[config.mk]
export PLATFORM = sky130hd
export DESIGN_NAME = decoder
export DESIGN_NICKNAME = d
export VERILOG_FILES = /design/src/hdl/rv_pkg.sv /design/src/hdl/decoder.sv
export SDC_FILE = /design/constraint.sdc
export NUM_CORES = 1
export LEC_CHECK = 0
export ABC_AREA = 1
export BUFFER_PORTS_ARGS = -buffer_cell sky130_fd_sc_hd__buf_2
export CORE_ASPECT_RATIO = 0.5
export CORE_MARGIN = 5
export CORE_UTILIZATION = 25
export DETAILED_ROUTE_END_ITERATION = 8
export GPL_ROUTABILITY_DRIVEN = 0
export PLACE_DENSITY_LB_ADDON = 0.3
export SLEW_MARGIN = 20
export SYNTH_ARGS = -nofsm -noshare
export SYNTH_HDL_FRONTEND = slang
export SYNTH_SLANG_ARGS = --single-unit
[constraint.sdc]
create_clock -name vclk -period 2.24
set_input_delay 0.672 -clock vclk [all_inputs]
set_output_delay 0.672 -clock vclk [all_outputs]
set_load 0.05 [all_outputs]
[src/hdl/rv_pkg.sv]
package rv_pkg;

    localparam int XLEN       = 64;
    localparam int ILEN       = 32;
    localparam int NUM_REGS   = 32;
    localparam int REG_ADDR_W = $clog2(NUM_REGS);
    localparam int ALU_FUNC_W = 3;

    typedef logic [XLEN-1:0]       xlen_t;
    typedef logic [ILEN-1:0]       instr_t;
    typedef logic [REG_ADDR_W-1:0] reg_addr_t;
    typedef logic [ALU_FUNC_W-1:0] alu_func_t;

    // ALU operations
    localparam alu_func_t ALU_ADD = 3'd0;
    localparam alu_func_t ALU_SUB = 3'd1;
    localparam alu_func_t ALU_XOR = 3'd2;
    localparam alu_func_t ALU_OR  = 3'd3;
    localparam alu_func_t ALU_AND = 3'd4;

    // Major opcodes, instr[6:0]
    localparam logic [6:0] OPC_OP        = 7'b0110011;
    localparam logic [6:0] OPC_OP_IMM    = 7'b0010011;
    localparam logic [6:0] OPC_OP_32     = 7'b0111011;
    localparam logic [6:0] OPC_OP_IMM_32 = 7'b0011011;

    // funct3, instr[14:12]
    localparam logic [2:0] F3_ADD_SUB = 3'b000;
    localparam logic [2:0] F3_XOR     = 3'b100;
    localparam logic [2:0] F3_OR      = 3'b110;
    localparam logic [2:0] F3_AND     = 3'b111;

    // funct7, instr[31:25]
    localparam logic [6:0] F7_BASE = 7'b0000000;
    localparam logic [6:0] F7_ALT  = 7'b0100000;

endpackage
[src/hdl/decoder.sv]
`timescale 1ns/1ps

module decoder
    import rv_pkg::*;
(
    input  instr_t    instr,
    output reg_addr_t ra1,
    output reg_addr_t ra2,
    output reg_addr_t wa,
    output xlen_t     imm,
    output alu_func_t alu_func,
    output logic      use_imm,
    output logic      word_op,
    output logic      reg_write,
    output logic      illegal
);

    logic [6:0] opcode;
    logic [2:0] funct3;
    logic [6:0] funct7;

    assign opcode = instr[6:0];
    assign funct3 = instr[14:12];
    assign funct7 = instr[31:25];

    // I-type immediate, sign-extended
    assign imm = {{(XLEN-12){instr[31]}}, instr[31:20]};

    always_comb begin
        ra1       = '0;
        ra2       = '0;
        wa        = '0;
        alu_func  = ALU_ADD;
        use_imm   = 1'b0;
        word_op   = 1'b0;
        reg_write = 1'b0;
        illegal   = 1'b1;

        case (opcode)
            OPC_OP: begin
                case (funct3)
                    F3_ADD_SUB: begin
                        if (funct7 == F7_BASE) begin
                            illegal = 1'b0;
                        end else if (funct7 == F7_ALT) begin
                            alu_func = ALU_SUB;
                            illegal  = 1'b0;
                        end
                    end
                    F3_XOR: begin
                        alu_func = ALU_XOR;
                        illegal  = (funct7 != F7_BASE);
                    end
                    F3_OR: begin
                        alu_func = ALU_OR;
                        illegal  = (funct7 != F7_BASE);
                    end
                    F3_AND: begin
                        alu_func = ALU_AND;
                        illegal  = (funct7 != F7_BASE);
                    end
                    default: ;
                endcase
                if (!illegal) begin
                    ra1 = instr[19:15];
                    ra2 = instr[24:20];
                end
            end
            OPC_OP_IMM: begin
                use_imm = 1'b1;
                illegal = 1'b0;
                case (funct3)
                    F3_ADD_SUB: alu_func = ALU_ADD;
                    F3_XOR:     alu_func = ALU_XOR;
                    F3_OR:      alu_func = ALU_OR;
                    F3_AND:     alu_func = ALU_AND;
                    default:    illegal  = 1'b1;
                endcase
                if (!illegal) begin
                    ra1 = instr[19:15];
                end
            end
            OPC_OP_32: begin
                word_op = 1'b1;
                // Word group only has ADDW and SUBW
                if (funct3 == F3_ADD_SUB) begin
                    if (funct7 == F7_BASE) begin
                        illegal = 1'b0;
                    end else if (funct7 == F7_ALT) begin
                        alu_func = ALU_SUB;
                        illegal  = 1'b0;
                    end
                end
                if (!illegal) begin
                    ra1 = instr[19:15];
                    ra2 = instr[24:20];
                end
            end
            OPC_OP_IMM_32: begin
                word_op = 1'b1;
                use_imm = 1'b1;
                if (funct3 == F3_ADD_SUB) begin
                    illegal = 1'b0;
                    ra1     = instr[19:15];
                end
            end
            default: ;
        endcase

        if (!illegal) begin
            wa        = instr[11:7];
            reg_write = 1'b1;
        end
    end

endmodule

* Yosys cells after proc, flatten, opt, wreduce, memory -nomap -nowiden
Index checks and enable logic that the tools add are counted.
** Word-level totals
- Logic and storage cells :: 43
- Input bits :: 32
- Latch bits :: 0
- Flip-flop bits (word level) :: 0
- Memories kept :: 0
- Output and inout bits :: 86
- Bits in read-only memories :: 0
- Memory bits (writable) :: 0
** Operators by class
- Multiplexer cells :: 28
- Eq/ne operators :: 8
- Reduce and logical (&&, ||, !) cells :: 7
- Divide/modulo/power cells :: 0
- Shifts and indexed selects :: 0
- $lt $le $gt $ge :: 0
- Multiply operators :: 0
- Bitwise operators :: 0
- $add $sub $neg :: 0
** Operator list (count)
- 5-bit two-way mux :: 7
- 7-bit by 6-bit equality test with 1-bit output, second input constant :: 3
- 5-bit one-hot mux with 4 select lines :: 1
- 3-bit one-hot mux with 3 select lines :: 2
- 7-bit by 5-bit equality test with 1-bit output, second input constant :: 2
- 1-bit two-way mux :: 13
- 3-bit one-hot mux with 4 select lines :: 1
- 5-bit one-hot mux with 2 select lines :: 1
- 3-bit equality test, second input constant :: 3
- 7-bit logical NOT :: 1
- 7-bit nonzero test :: 1
- 1-bit one-hot mux with 4 select lines :: 1
- 2-bit OR reduction :: 2
- 4-bit OR reduction :: 1
- 3-bit logical NOT :: 1
- 3-bit two-way mux :: 1
- 3-bit OR reduction :: 1
- 1-bit one-hot mux with 2 select lines :: 1

* Logic depth before layout (Yosys ltp)
- Depth after elaboration :: 7
- Gate-level depth with buffers :: 10
- Depth with buffers taken out :: 9

* Worst setup path after synthesis
Ideal clock, no wire load.
- Kind :: input to output
- Start :: input port instr[1]
- End :: output port use_imm
- Data required time :: 1.568 ns
- Buffers on the path :: 0
- Stages :: 2
- Slack :: -0.669 ns
- Arrival :: 2.237 ns
- Cells stage by stage :: nand2_2 > nor4_1
** Between the ends
- Cells in the longest elaborated chain, start to end :: 3
- Elaborated cells between the ends (all ways) :: 4
- Those cells by class :: 2 x eq/ne; 1 x mux; 1 x reduce/logical
** RTL lines
- start: declaration :: line decoder.sv:6 : input instr_t instr,
- 7-bit by 5-bit equality test with 1-bit output :: line decoder.sv:39 : case (opcode)
- 2-bit OR reduction (no line) (*)
- 1-bit two-way mux (*) :: line decoder.sv:39
- end: declaration :: line decoder.sv:12 : output logic use_imm,
Every way passes the cells marked *; elsewhere a longest branch is shown, timed or not.

* Worst setup path in the final report
- Start :: input port instr[6]
- End :: output port ra2[2]
** Between the ends
- Cells in the longest elaborated chain, start to end :: 2
- Elaborated cells between the ends (all ways) :: 3
- Those cells by class :: 2 x eq/ne; 1 x mux
** RTL lines
- 7-bit by 6-bit equality test with 1-bit output :: line decoder.sv:39
- 5-bit one-hot mux with 2 select lines (*) :: line decoder.sv:39
- end: declaration :: line decoder.sv:8 : output reg_addr_t ra2,
Marks and branches as above.

==> impl_metrics.tcl <==
set metrics [dict create \
    period_share 1.16 \
    yosys_warnings 0 \
    finalNonFillerCells 277 \
    p_sw_uw 321 \
    rsz0062_at_grt "true" \
    slew_violations 0 \
    synth_top_area_frac 0.551 \
    antenna_found_initial 0 \
    pwr-share-seq 0 \
    coreArea_sq_mm 0.00340 \
    vias 1043 \
    combPwrFrac 1.000 \
    via_per_inst 3.77 \
    timing_hold_violations_final 0 \
    violations "negative setup slack" \
    status "finished with violations" \
    crit_fanout 5 \
    peakVddDrop_v 0.000264 \
    final_area_sq_mm 0.00186 \
    fin_ws_ps -365 \
    final_core_util 0.547 \
    setup_viol 21 \
    grt_usage 0.0911 \
    start_util 0.257 \
    grt_max_degree 54 \
    rows 15 \
    postRouteAntennaNets 0 \
    relSlewSlack 0.792 \
    p_total_uw 440 \
    cp-end-kind "output pin" \
    seq_cells 0 \
    syn_nets 186 \
    antenna_cells 0 \
    syn_to_final_growth_pct 113 \
    die_h_microns 51.8 \
    ff_latch_area_sq_um 0 \
    p_int_uw 119 \
    wl_per_cell_microns 10.1 \
    drive_above_1_share 0.894 \
    synth_cells 154 \
    fillers 292 \
    dp_cells 273 \
    final_nets 260 \
    place_hpwl_mm 2.17 \
    hold_ws_ps 1640 \
    worstSetupStartpointType "primary input" \
    avgSynthCellArea_sq_um 5.66 \
    critPathKind "in -> out" \
    period_needed_ps 2600 \
    post_dp_cell_area_sq_mm 0.00140 \
    arrival_ps 1930 \
    io_buffer_count 118 \
    grt_pass1_vias 922 \
    routed_wl_mm 2.79 \
    leakage_nw 0.979 \
    max_freq_ghz 0.384 \
    sw_frac_of_total 0.731 \
    pre_cts_slack_ps -471 \
    fp.dieW_microns 93.5 \
    setup_tns_ps -5020 \
    cap_violations 0 \
    synth_top_area_cell "buf_4" \
    drc 0 \
    hold_buffers 0 \
    yosysUniqueCellTypes 15 \
    die-area_sq_mm 0.00484 \
    required_ps 1570 \
    hp-class "in -> out" \
    most-common-layout-cells "buf_2 (83), buf_6 (30), buf_4 (14)" \
    grt_overflow 0 \
    grt_pass1_wl_mm 3.80 \
    initialDrtViolationCount 20 \
    pin_count 118 \
    clkbuf_count 0 \
    yosysSeqAreaShare 0 \
    max_slew.worst_pin.slew_ps 311 \
    syn_area_sq_um 872 \
    power_density_mw_per_mm2 237 \
    mostFrequentLayoutCell "buf_2" \
    dr.pass1.iters 4 \
    synth_area_leaders "buf_4 (55%), inv_1 (12%), nand2_1 (9.9%), nor2_1 (7.3%), nand3_1 (3.4%)" \
    p_clk_frac 0 \
]
layout make-up:
class	count	area (sq um)	area share
Multi-Input combinational cell	61	596	0.321
Timing Repair Buffer	137	1020	0.551
Inverter	28	174	0.0937
Tap cell	51	63.8	0.0344
power groups by stage:
stage	combinational [mW]	sequential, mW	clock (mW)
floorplan	0.349	0	0
global placement	0.391	0	0
detailed placement	0.393	0	0
CTS	0.411	0	0
global route	0.459	0	0
finish	0.440	0	0
routing by layer:
metal	track usage	vias to the layer above	routed length, microns
met2	0.206	56	1620
li1	-	537	-
met5	0	-	0
met3	0.00578	0	277
met1	0.0972	450	888
met4	0	0	0
path summary, 6_finish.rpt:
path                       from      to  slack (ps)  cells past startpoint
worst min-delay path  instr[28]  imm[8]        1640                      2
worst max-delay path   instr[6]  ra2[2]        -360                     11
synthesized netlist by cell type:
library cell / n
buf_4: 64
inv_1: 28
nand2_1: 23
nor2_1: 17
nand3_1: 6
o21ai_0: 5
nand3_2: 2
nor3_1: 2
buf_6: 1
nand2_2: 1
nand3b_1: 1
nor2_2: 1
nor3b_1: 1
nor4_1: 1
o22ai_1: 1
cells by family (layout without fill, tap and decap cells):
kind of cell	Yosys count	count (layout)	share of synthesized area
AO/OA/AOI/OAI	6	6	0.0359
buffers and inverters	93	165	0.684
AND/OR/NAND/NOR	55	55	0.280
worst max-delay path: stages:
cell	delay, ps
buf_6	100
inv_6	50
nand3_4	100
inv_4	90
nand2_4	60
nor2_4	80
nand3_2	120
nand2_2	110
clkinvlp_4	220
nor2_4	180
buf_8	150
what timing repair did:
action / 4_1_cts / 5_1_grt
resized for setup: 59 / 59
setup endpoints to repair: 21 / 21
setup buffers: 1 / 3
pin swaps: 11 / 19
gates cloned: 0 / 1
(Power assumes the default switching activity.)
