==> src/hdl/rv_pkg.sv <==
package rv_pkg;

    localparam int XLEN       = 64;
    localparam int ILEN       = 32;
    localparam int NUM_REGS   = 32;
    localparam int REG_ADDR_W = $clog2(NUM_REGS);
    localparam int ALU_FUNC_W = 3;

    typedef logic [XLEN-1:0]       xlen_t;
    typedef logic [ILEN-1:0]       instr_t;
    typedef logic [REG_ADDR_W-1:0] reg_addr_t;
    typedef logic [ALU_FUNC_W-1:0] alu_func_t;

    // ALU operations
    localparam alu_func_t ALU_ADD = 3'd0;
    localparam alu_func_t ALU_SUB = 3'd1;
    localparam alu_func_t ALU_XOR = 3'd2;
    localparam alu_func_t ALU_OR  = 3'd3;
    localparam alu_func_t ALU_AND = 3'd4;

    // Major opcodes, instr[6:0]
    localparam logic [6:0] OPC_OP        = 7'b0110011;
    localparam logic [6:0] OPC_OP_IMM    = 7'b0010011;
    localparam logic [6:0] OPC_OP_32     = 7'b0111011;
    localparam logic [6:0] OPC_OP_IMM_32 = 7'b0011011;

    // funct3, instr[14:12]
    localparam logic [2:0] F3_ADD_SUB = 3'b000;
    localparam logic [2:0] F3_XOR     = 3'b100;
    localparam logic [2:0] F3_OR      = 3'b110;
    localparam logic [2:0] F3_AND     = 3'b111;

    // funct7, instr[31:25]
    localparam logic [6:0] F7_BASE = 7'b0000000;
    localparam logic [6:0] F7_ALT  = 7'b0100000;

endpackage
==> src/hdl/exec_stage.sv <==
`timescale 1ns/1ps

module exec_stage
    import rv_pkg::*;
(
    input  logic      clk,
    input  logic      arst_n,
    input  logic      instr_valid,
    input  reg_addr_t ra1,
    input  reg_addr_t ra2,
    input  reg_addr_t wa,
    input  xlen_t     rdata1,
    input  xlen_t     rdata2,
    input  xlen_t     imm,
    input  alu_func_t alu_func,
    input  logic      use_imm,
    input  logic      word_op,
    input  logic      reg_write,
    input  logic      illegal,
    output logic      we,
    output reg_addr_t waddr,
    output xlen_t     wdata,
    output logic      commit_valid,
    output logic      commit_illegal,
    output reg_addr_t commit_rd,
    output xlen_t     commit_data
);

    logic      ex_valid;
    logic      ex_illegal;
    logic      ex_reg_write;
    reg_addr_t ex_wa;
    alu_func_t ex_alu_func;
    logic      ex_word_op;
    xlen_t     ex_a;
    xlen_t     ex_b;
    xlen_t     alu_result;
    logic      fwd_ok;
    xlen_t     src1;
    xlen_t     src2;

    // Bypass from the instruction now in execute
    assign fwd_ok = ex_valid && ex_reg_write && !ex_illegal && ex_wa != '0;
    assign src1   = (fwd_ok && ex_wa == ra1) ? alu_result : rdata1;
    assign src2   = (fwd_ok && ex_wa == ra2) ? alu_result : rdata2;

    always_ff @(posedge clk or negedge arst_n) begin
        if (!arst_n) begin
            ex_valid       <= 1'b0;
            ex_illegal     <= 1'b0;
            ex_reg_write   <= 1'b0;
            commit_valid   <= 1'b0;
            commit_illegal <= 1'b0;
        end else begin
            ex_valid       <= instr_valid;
            ex_illegal     <= illegal;
            ex_reg_write   <= reg_write;
            commit_valid   <= ex_valid;
            commit_illegal <= ex_valid && ex_illegal;
        end
    end

    always_ff @(posedge clk) begin
        ex_wa       <= wa;
        ex_alu_func <= alu_func;
        ex_word_op  <= word_op;
        ex_a        <= src1;
        ex_b        <= use_imm ? imm : src2;
        commit_rd   <= ex_illegal ? '0 : ex_wa;
        commit_data <= ex_illegal ? '0 : alu_result;
    end

    alu u_alu (
        .a        (ex_a),
        .b        (ex_b),
        .alu_func (ex_alu_func),
        .word_op  (ex_word_op),
        .result   (alu_result)
    );

    // Write-back at the end of execute
    assign we    = ex_valid && ex_reg_write && !ex_illegal;
    assign waddr = ex_wa;
    assign wdata = alu_result;

endmodule

==> src/hdl/alu.sv <==
`timescale 1ns/1ps

module alu
    import rv_pkg::*;
(
    input  xlen_t     a,
    input  xlen_t     b,
    input  alu_func_t alu_func,
    input  logic      word_op,
    output xlen_t     result
);

    xlen_t full;

    always_comb begin
        case (alu_func)
            ALU_ADD: full = a + b;
            ALU_SUB: full = a - b;
            ALU_XOR: full = a ^ b;
            ALU_OR:  full = a | b;
            ALU_AND: full = a & b;
            default: full = '0;
        endcase
    end

    // Low half of a 64-bit add or sub equals the 32-bit result
    assign result = word_op ? {{(XLEN-32){full[31]}}, full[31:0]} : full;

endmodule

==> config.mk <==
export PLATFORM = sky130hd
export DESIGN_NAME = exec_stage
export DESIGN_NICKNAME = d
export VERILOG_FILES = /design/src/hdl/rv_pkg.sv /design/src/hdl/exec_stage.sv /design/src/hdl/alu.sv
export SDC_FILE = /design/constraint.sdc
export NUM_CORES = 1
export LEC_CHECK = 0
export BUFFER_PORTS_ARGS = -buffer_cell sky130_fd_sc_hd__buf_2
export CAP_MARGIN = 20
export CORE_AREA = 2 2 266 163
export CTS_CLUSTER_SIZE = 16
export DETAILED_ROUTE_END_ITERATION = 6
export DIE_AREA = 0 0 268 165
export PLACE_DENSITY = 0.76
export SLEW_MARGIN = 15
export SYNTH_ARGS = -nofsm -noshare
export SYNTH_HDL_FRONTEND = slang
export SYNTH_SLANG_ARGS = --single-unit
==> constraint.sdc <==
create_clock -name clk -period 5.1 [get_ports clk]
set_clock_uncertainty 0.2 [all_clocks]
set_input_delay 0 -clock clk [delete_from_list [all_inputs] [get_ports clk]]
set_output_delay 0 -clock clk [all_outputs]
set_load 0.02 [all_outputs]
### Word-level counts from Yosys, hierarchy flattened

Index checks and enable logic that the tools add are counted.

* register bits: 211
* logic and storage cells: 37

* add/subtract/negate cells: 2
* eq/ne operators: 6
* muxes and demuxes: 5
* bitwise gates (word level): 3
* reductions and logical operators: 9

Operators with widths (number)
* case mux 64 bit (5 select lines): 1
* 2-to-1 mux 64 bit: 4
* adder 64 bit: 1
* bitwise AND 64 bit: 1
* bitwise OR 64 bit: 1
* subtractor 64 bit: 1
* XOR 64 bit: 1
* equality test 5 bit: 2
* equality test 3 x 2 -> 1 bit, second input constant: 2
* logical AND 1 bit: 6
* nonzero test 5 bit: 1
* equality test 3 x 1 -> 1 bit, second input constant: 1
* equality test 3 bit, second input constant: 1
* logical NOT 3 bit: 1
* logical NOT 1 bit: 1

### Longest topological paths before layout

* depth after elaboration: 6
* depth in mapped cells: 23
* gate-level depth less buffers: 22

### Cells and area by module

From an unflattened synthesis, not the netlist that was laid out.

* cells, all modules: 2016
* area, all modules: 16884.9 um^2

Modules (own cells, without submodules)
* alu: instances 1, cells an instance 1329, area an instance 9023.7 um^2
* exec_stage: instances 1, cells an instance 687, area an instance 7861.3 um^2

### Least setup slack after synthesis

OpenSTA, ideal clock, no wires.

* path kind: register -> register
* start point: register ex_b[11]
* end point: register ex_a[61]
* setup time: 121 ps
* arrival: 4850 ps
* path slack: -71 ps
* stages on the path, launching flop included: 20
* buffers on the path: 1
* clock period less this slack: 5171 ps
* cell sequence: dfxtp_1 > or4_4 > nand4b_4 > nor3_2 > and2_1 > nand3_1 > o41ai_1 > xnor2_1 > ha_1 > clkbuf_1 > o21a_1 > nor2_1 > nor2_1 > a221oi_1 > a31oi_2 > o211a_1 > nor4_2 > mux2i_1 > nand3_1 > mux2_2

* word-level cells in the longest chain between the ends: 4
* elaborated cells between the ends (all ways): 5
* those cells by class: add/sub (2); mux (3)

Ends and longest elaborated chain
* start, declared: line exec_stage.sv:36 `xlen_t ex_b;`
* start signal, assigned: line exec_stage.sv:68 `ex_b <= use_imm ? imm : src2;`
* subtractor 64 bit or adder 64 bit (tied branches): line alu.sv:18, alu.sv:17
* case mux 64 bit (5 select lines) (*): line alu.sv:16 `case (alu_func)`
* 2-to-1 mux 64 bit (*): line alu.sv:27 `assign result = word_op ? {{(XLEN-32){full[31]}}, full[31:0]} : full;`
* named net wdata[61]: line exec_stage.sv:22 `output xlen_t wdata,`
* 2-to-1 mux 64 bit (*): line exec_stage.sv:44 `assign src1 = (fwd_ok && ex_wa == ra1) ? alu_result : rdata1;`
* named net src1[61]: line exec_stage.sv:39 `xlen_t src1;`
* end signal, assigned: line exec_stage.sv:67 `ex_a <= src1;`
* end, declared: line exec_stage.sv:35 `xlen_t ex_a;`

Mark *: on every way through the listed nets, which the timed path passes. The rest lies on a longest branch.
A chain may end at the register's enable or synchronous reset.

### Worst setup path after layout

* start point: register ex_b[8]
* end point: output port wdata[51]

* word-level cells in the longest chain between the ends: 3
* elaborated cells between the ends (all ways): 4
* those cells by class: add/sub (2); mux (2)

Ends and longest elaborated chain (line)
* subtractor 64 bit or adder 64 bit (tied branches): alu.sv:18, alu.sv:17
* case mux 64 bit (5 select lines) (*): alu.sv:16
* 2-to-1 mux 64 bit (*): alu.sv:27
* end, declared: exec_stage.sv:22

Every way passes the cells marked *; elsewhere a longest branch is shown, timed or not.

==> metrics <==
FILL cells 3251; CTS tree yes; unrepaired setup endpoints after global routing yes; share of Yosys cell area claimed by the top area cell type 0.250; Synthesis Warnings 0; Post-synth top flop dfxtp_1; synthesized instance count 2182; Final Hold Vio Count 0; first-pass GRT wire length 115000 um; clk buf depth 3; synth unique cells 90; Iter 0 DRT Violations 2100; Worst R2R Start ex_b[10]$_DFF_P_; cell area after synthesis 16500 um^2; fmax 174 MHz; Crit Path Max Fanout 4; routed vias 20.8k; CTS sink cnt 211; count of pins over their slew limit 0; clk slew on worst S/H paths 70 ps; worst hold path class primary input to flop; WP data required 4900 ps; PwrDens 269 nW/um^2; final core occ 0.656; top-count cell post-synth nor2_1; MaxCap Viol Count 0; initial antenna violation count 2; PortBufs 357; DRC 10; setup violators final 73; Initial Util 0.397; share of layout cells above drive strength 1 0.360; largest net degree at the start of global routing 75; CP arrival 5550 ps; die width 268 um; Wirelength per Cell 21.5 um; die height 165 um; crit path time final 5750 ps; ANT nets after route 0; status finished with violations; Tightest Pin Transition 1310 ps; reg-to-reg slack, setup -330 ps; Worst IR Drop VDD 0.228 mV; FFs w/ async S/R, synth 0.0237; Final GP Congestion 0.988; Leak 0.0131 uW; sequential area share after synthesis 0.257; dominant cell type by area after synthesis dfxtp_1; worst skew pair latency 570 ps; Final #Nets 3518; Rows 58; most instantiated cells after synthesis nor2_1 (262), a21oi_1 (231), dfxtp_1 (206); HP Start rdata1[54]; vias in the first global route 20.5k; Setup crit end kind primary output; Worst setup SP type flop; drt total wl 79500 um; root buffer cell clkbuf_16; Slew HR 0.129; EDFF count, synth 0; First-pass DRT Iterations 7; final worst setup slack -650 ps; Num CTS Buffers 23; Placed Cells 3294; GRT overflow 0; Mapped Nets 2592; post-DP HPWL 52200 um; CTS H-tree depth 1; Critical Setup Path Class flop to primary output; synth top area cells dfxtp_1 (25%), ha_1 (15%), a21oi_1 (7.0%), nor2_1 (6.0%), xnor2_1 (5.0%); vias per inst 5.62; Die ar. 44200 um^2; WHS 15.5 ps; Ports 358; Finished Layout Cells 3697; failing checks DRC, setup timing; CP Launch Point ex_b[8]$_DFF_P_; flops & latches, synth 211; Tot GR Track Use 0.339; area grow syn2layout 65.2%; core box area 41600 um^2; period utilization 1.13; mean post-synth cell area 7.57 um^2
==> state kept, by name, summed over array words and instances, names as in the netlist <==
| signal | cells |
|---|---|
| commit_data | 64 |
| ex_a | 64 |
| ex_b | 64 |
| commit_rd | 5 |
| waddr | 5 |
| ex_alu_func | 3 |
| commit_illegal | 1 |
| commit_valid | 1 |
| ex_illegal | 1 |
| ex_reg_write | 1 |
| ex_valid | 1 |
| ex_word_op | 1 |
==> where the power goes <==
group	switching (uW)	internal [uW]
combinational	1850	1650
clock	800	1130
sequential	110	1780
==> layer usage <==
layer | GRT usage | vias up | routed length, um | part of all wire
met2 | 0.537 | 1117 | 35500 | 0.45
li1 | - | 9480 | - | -
met3 | 0.0643 | 216 | 6710 | 0.084
met4 | 0.150 | 0 | 3340 | 0.042
met5 | 0 | - | 0 | 0
met1 | 0.449 | 9959 | 34000 | 0.43
==> stage by stage <==
step / setup slack, ps / TNS [ps] / cell area, um^2 / total power (uW)
global placement: -306 / -12340 / 21000 / 4460
global route: -778 / -28510 / 27300 / 7630
detailed placement: -406 / -18100 / 21000 / 4500
floorplan: 5.43 / 0 / 16500 / 3360
CTS: -499 / -10840 / 25800 / 6880
finish: -650 / -18150 / 27300 / 7330
==> worst max-delay path, cell delays in order, from the launching register on <==
cell and delay, ps:
dfxtp_2 330, or3_4 420, or3_4 370, nor3_4 300, nand2_2 140, nor2_4 120
nand2_2 70, or4_4 500, nor2_4 170, a21oi_2 70, xnor2_1 140, ha_1 340
buf_6 140, a21o_1 170, a21o_1 180, a21oi_2 160, o211ai_1 160, a31oi_4 230
xnor2_1 130, a222oi_1 410, o21ai_1 130, buf_4 160, buf_6 130
==> timing repair <==
| item | 4_1_cts | 5_1_grt |
|---|---|---|
| resized for setup | 255 | 263 |
| pin swaps | 108 | 110 |
| endpoints found under the hold margin | 145 | 1 |
| setup buffers | 61 | 58 |
| cloned | 1 | 0 |
| setup endpoints to repair | 137 | 125 |
| hold buffers | 259 | 1 |
==> cell usage in the layout (no fill, tap or decap), types with 9 or more instances in the layout <==
master | netlist | routed
mux2i_1 | 26 | 20
o21ai_0 | 131 | 91
a21o_1 | 46 | 45
o21ai_1 | 10 | 36
nor2_1 | 262 | 234
xor2_1 | 26 | 22
a21oi_1 | 231 | 185
dfxtp_1 | 206 | 202
ha_1 | 192 | 186
inv_2 | 1 | 18
nand3_1 | 33 | 25
clkbuf_16 | 0 | 24
nand2_2 | 2 | 13
buf_4 | 1 | 341
a222oi_1 | 21 | 21
nand4_1 | 26 | 26
xnor2_1 | 94 | 85
o31ai_1 | 16 | 10
buf_6 | 2 | 101
nor3b_1 | 15 | 15
nor2_2 | 2 | 22
a211oi_2 | 5 | 12
o21ai_2 | 1 | 11
nor3_1 | 23 | 14
dlygate4sd3_1 | 0 | 259
o21a_1 | 16 | 15
a211oi_1 | 27 | 18
inv_1 | 198 | 179
nand2_1 | 170 | 155
nor2_4 | 1 | 9
a31oi_1 | 29 | 23
buf_2 | 5 | 319
o211ai_1 | 9 | 9
a21oi_2 | 0 | 38
nor2b_1 | 20 | 19
==> worst paths after layout <==
kind	endpoint	depth (start not counted)
max in group asynchronous	ex_illegal$_DFF_PN0_	3
min	ex_a[54]$_DFF_P_	4
min in group asynchronous	commit_valid$_DFF_PN0_	3
max reg2reg	ex_a[61]$_DFF_P_	24
max	wdata[51]	22
min reg2reg	commit_valid$_DFF_PN0_	0
==> kinds of logic (layout without fill, tap and decap cells) <==
| family | after synthesis | in the layout | synth area share |
|---|---|---|---|
| flip-flops | 211 | 211 | 0.257 |
| buffers and inverters | 330 | 1272 | 0.0766 |
| multiplexers | 38 | 38 | 0.0242 |
| AO/OA/AOI/OAI | 644 | 645 | 0.249 |
| other | 0 | 2 | 0 |
| adder cells (fa/ha/maj) | 193 | 193 | 0.147 |
| XOR/XNOR | 120 | 120 | 0.0637 |
| AND/OR/NAND/NOR | 646 | 646 | 0.183 |
==> area by class of cell <==
cell class	instances	area [um^2]	share of cell area
Multi-Input combinational cell	1642	12600	0.462
Timing Repair Buffer	1030	8080	0.296
Sequential cell	211	4260	0.156
Inverter	200	756	0.0277
Tap cell	570	713	0.0261
Clock buffer	32	711	0.0261
Clock inverter	10	149	0.00546
Antenna cell	2	5.00	0.000183
Note: power is estimated with default switching activity, not from simulation.
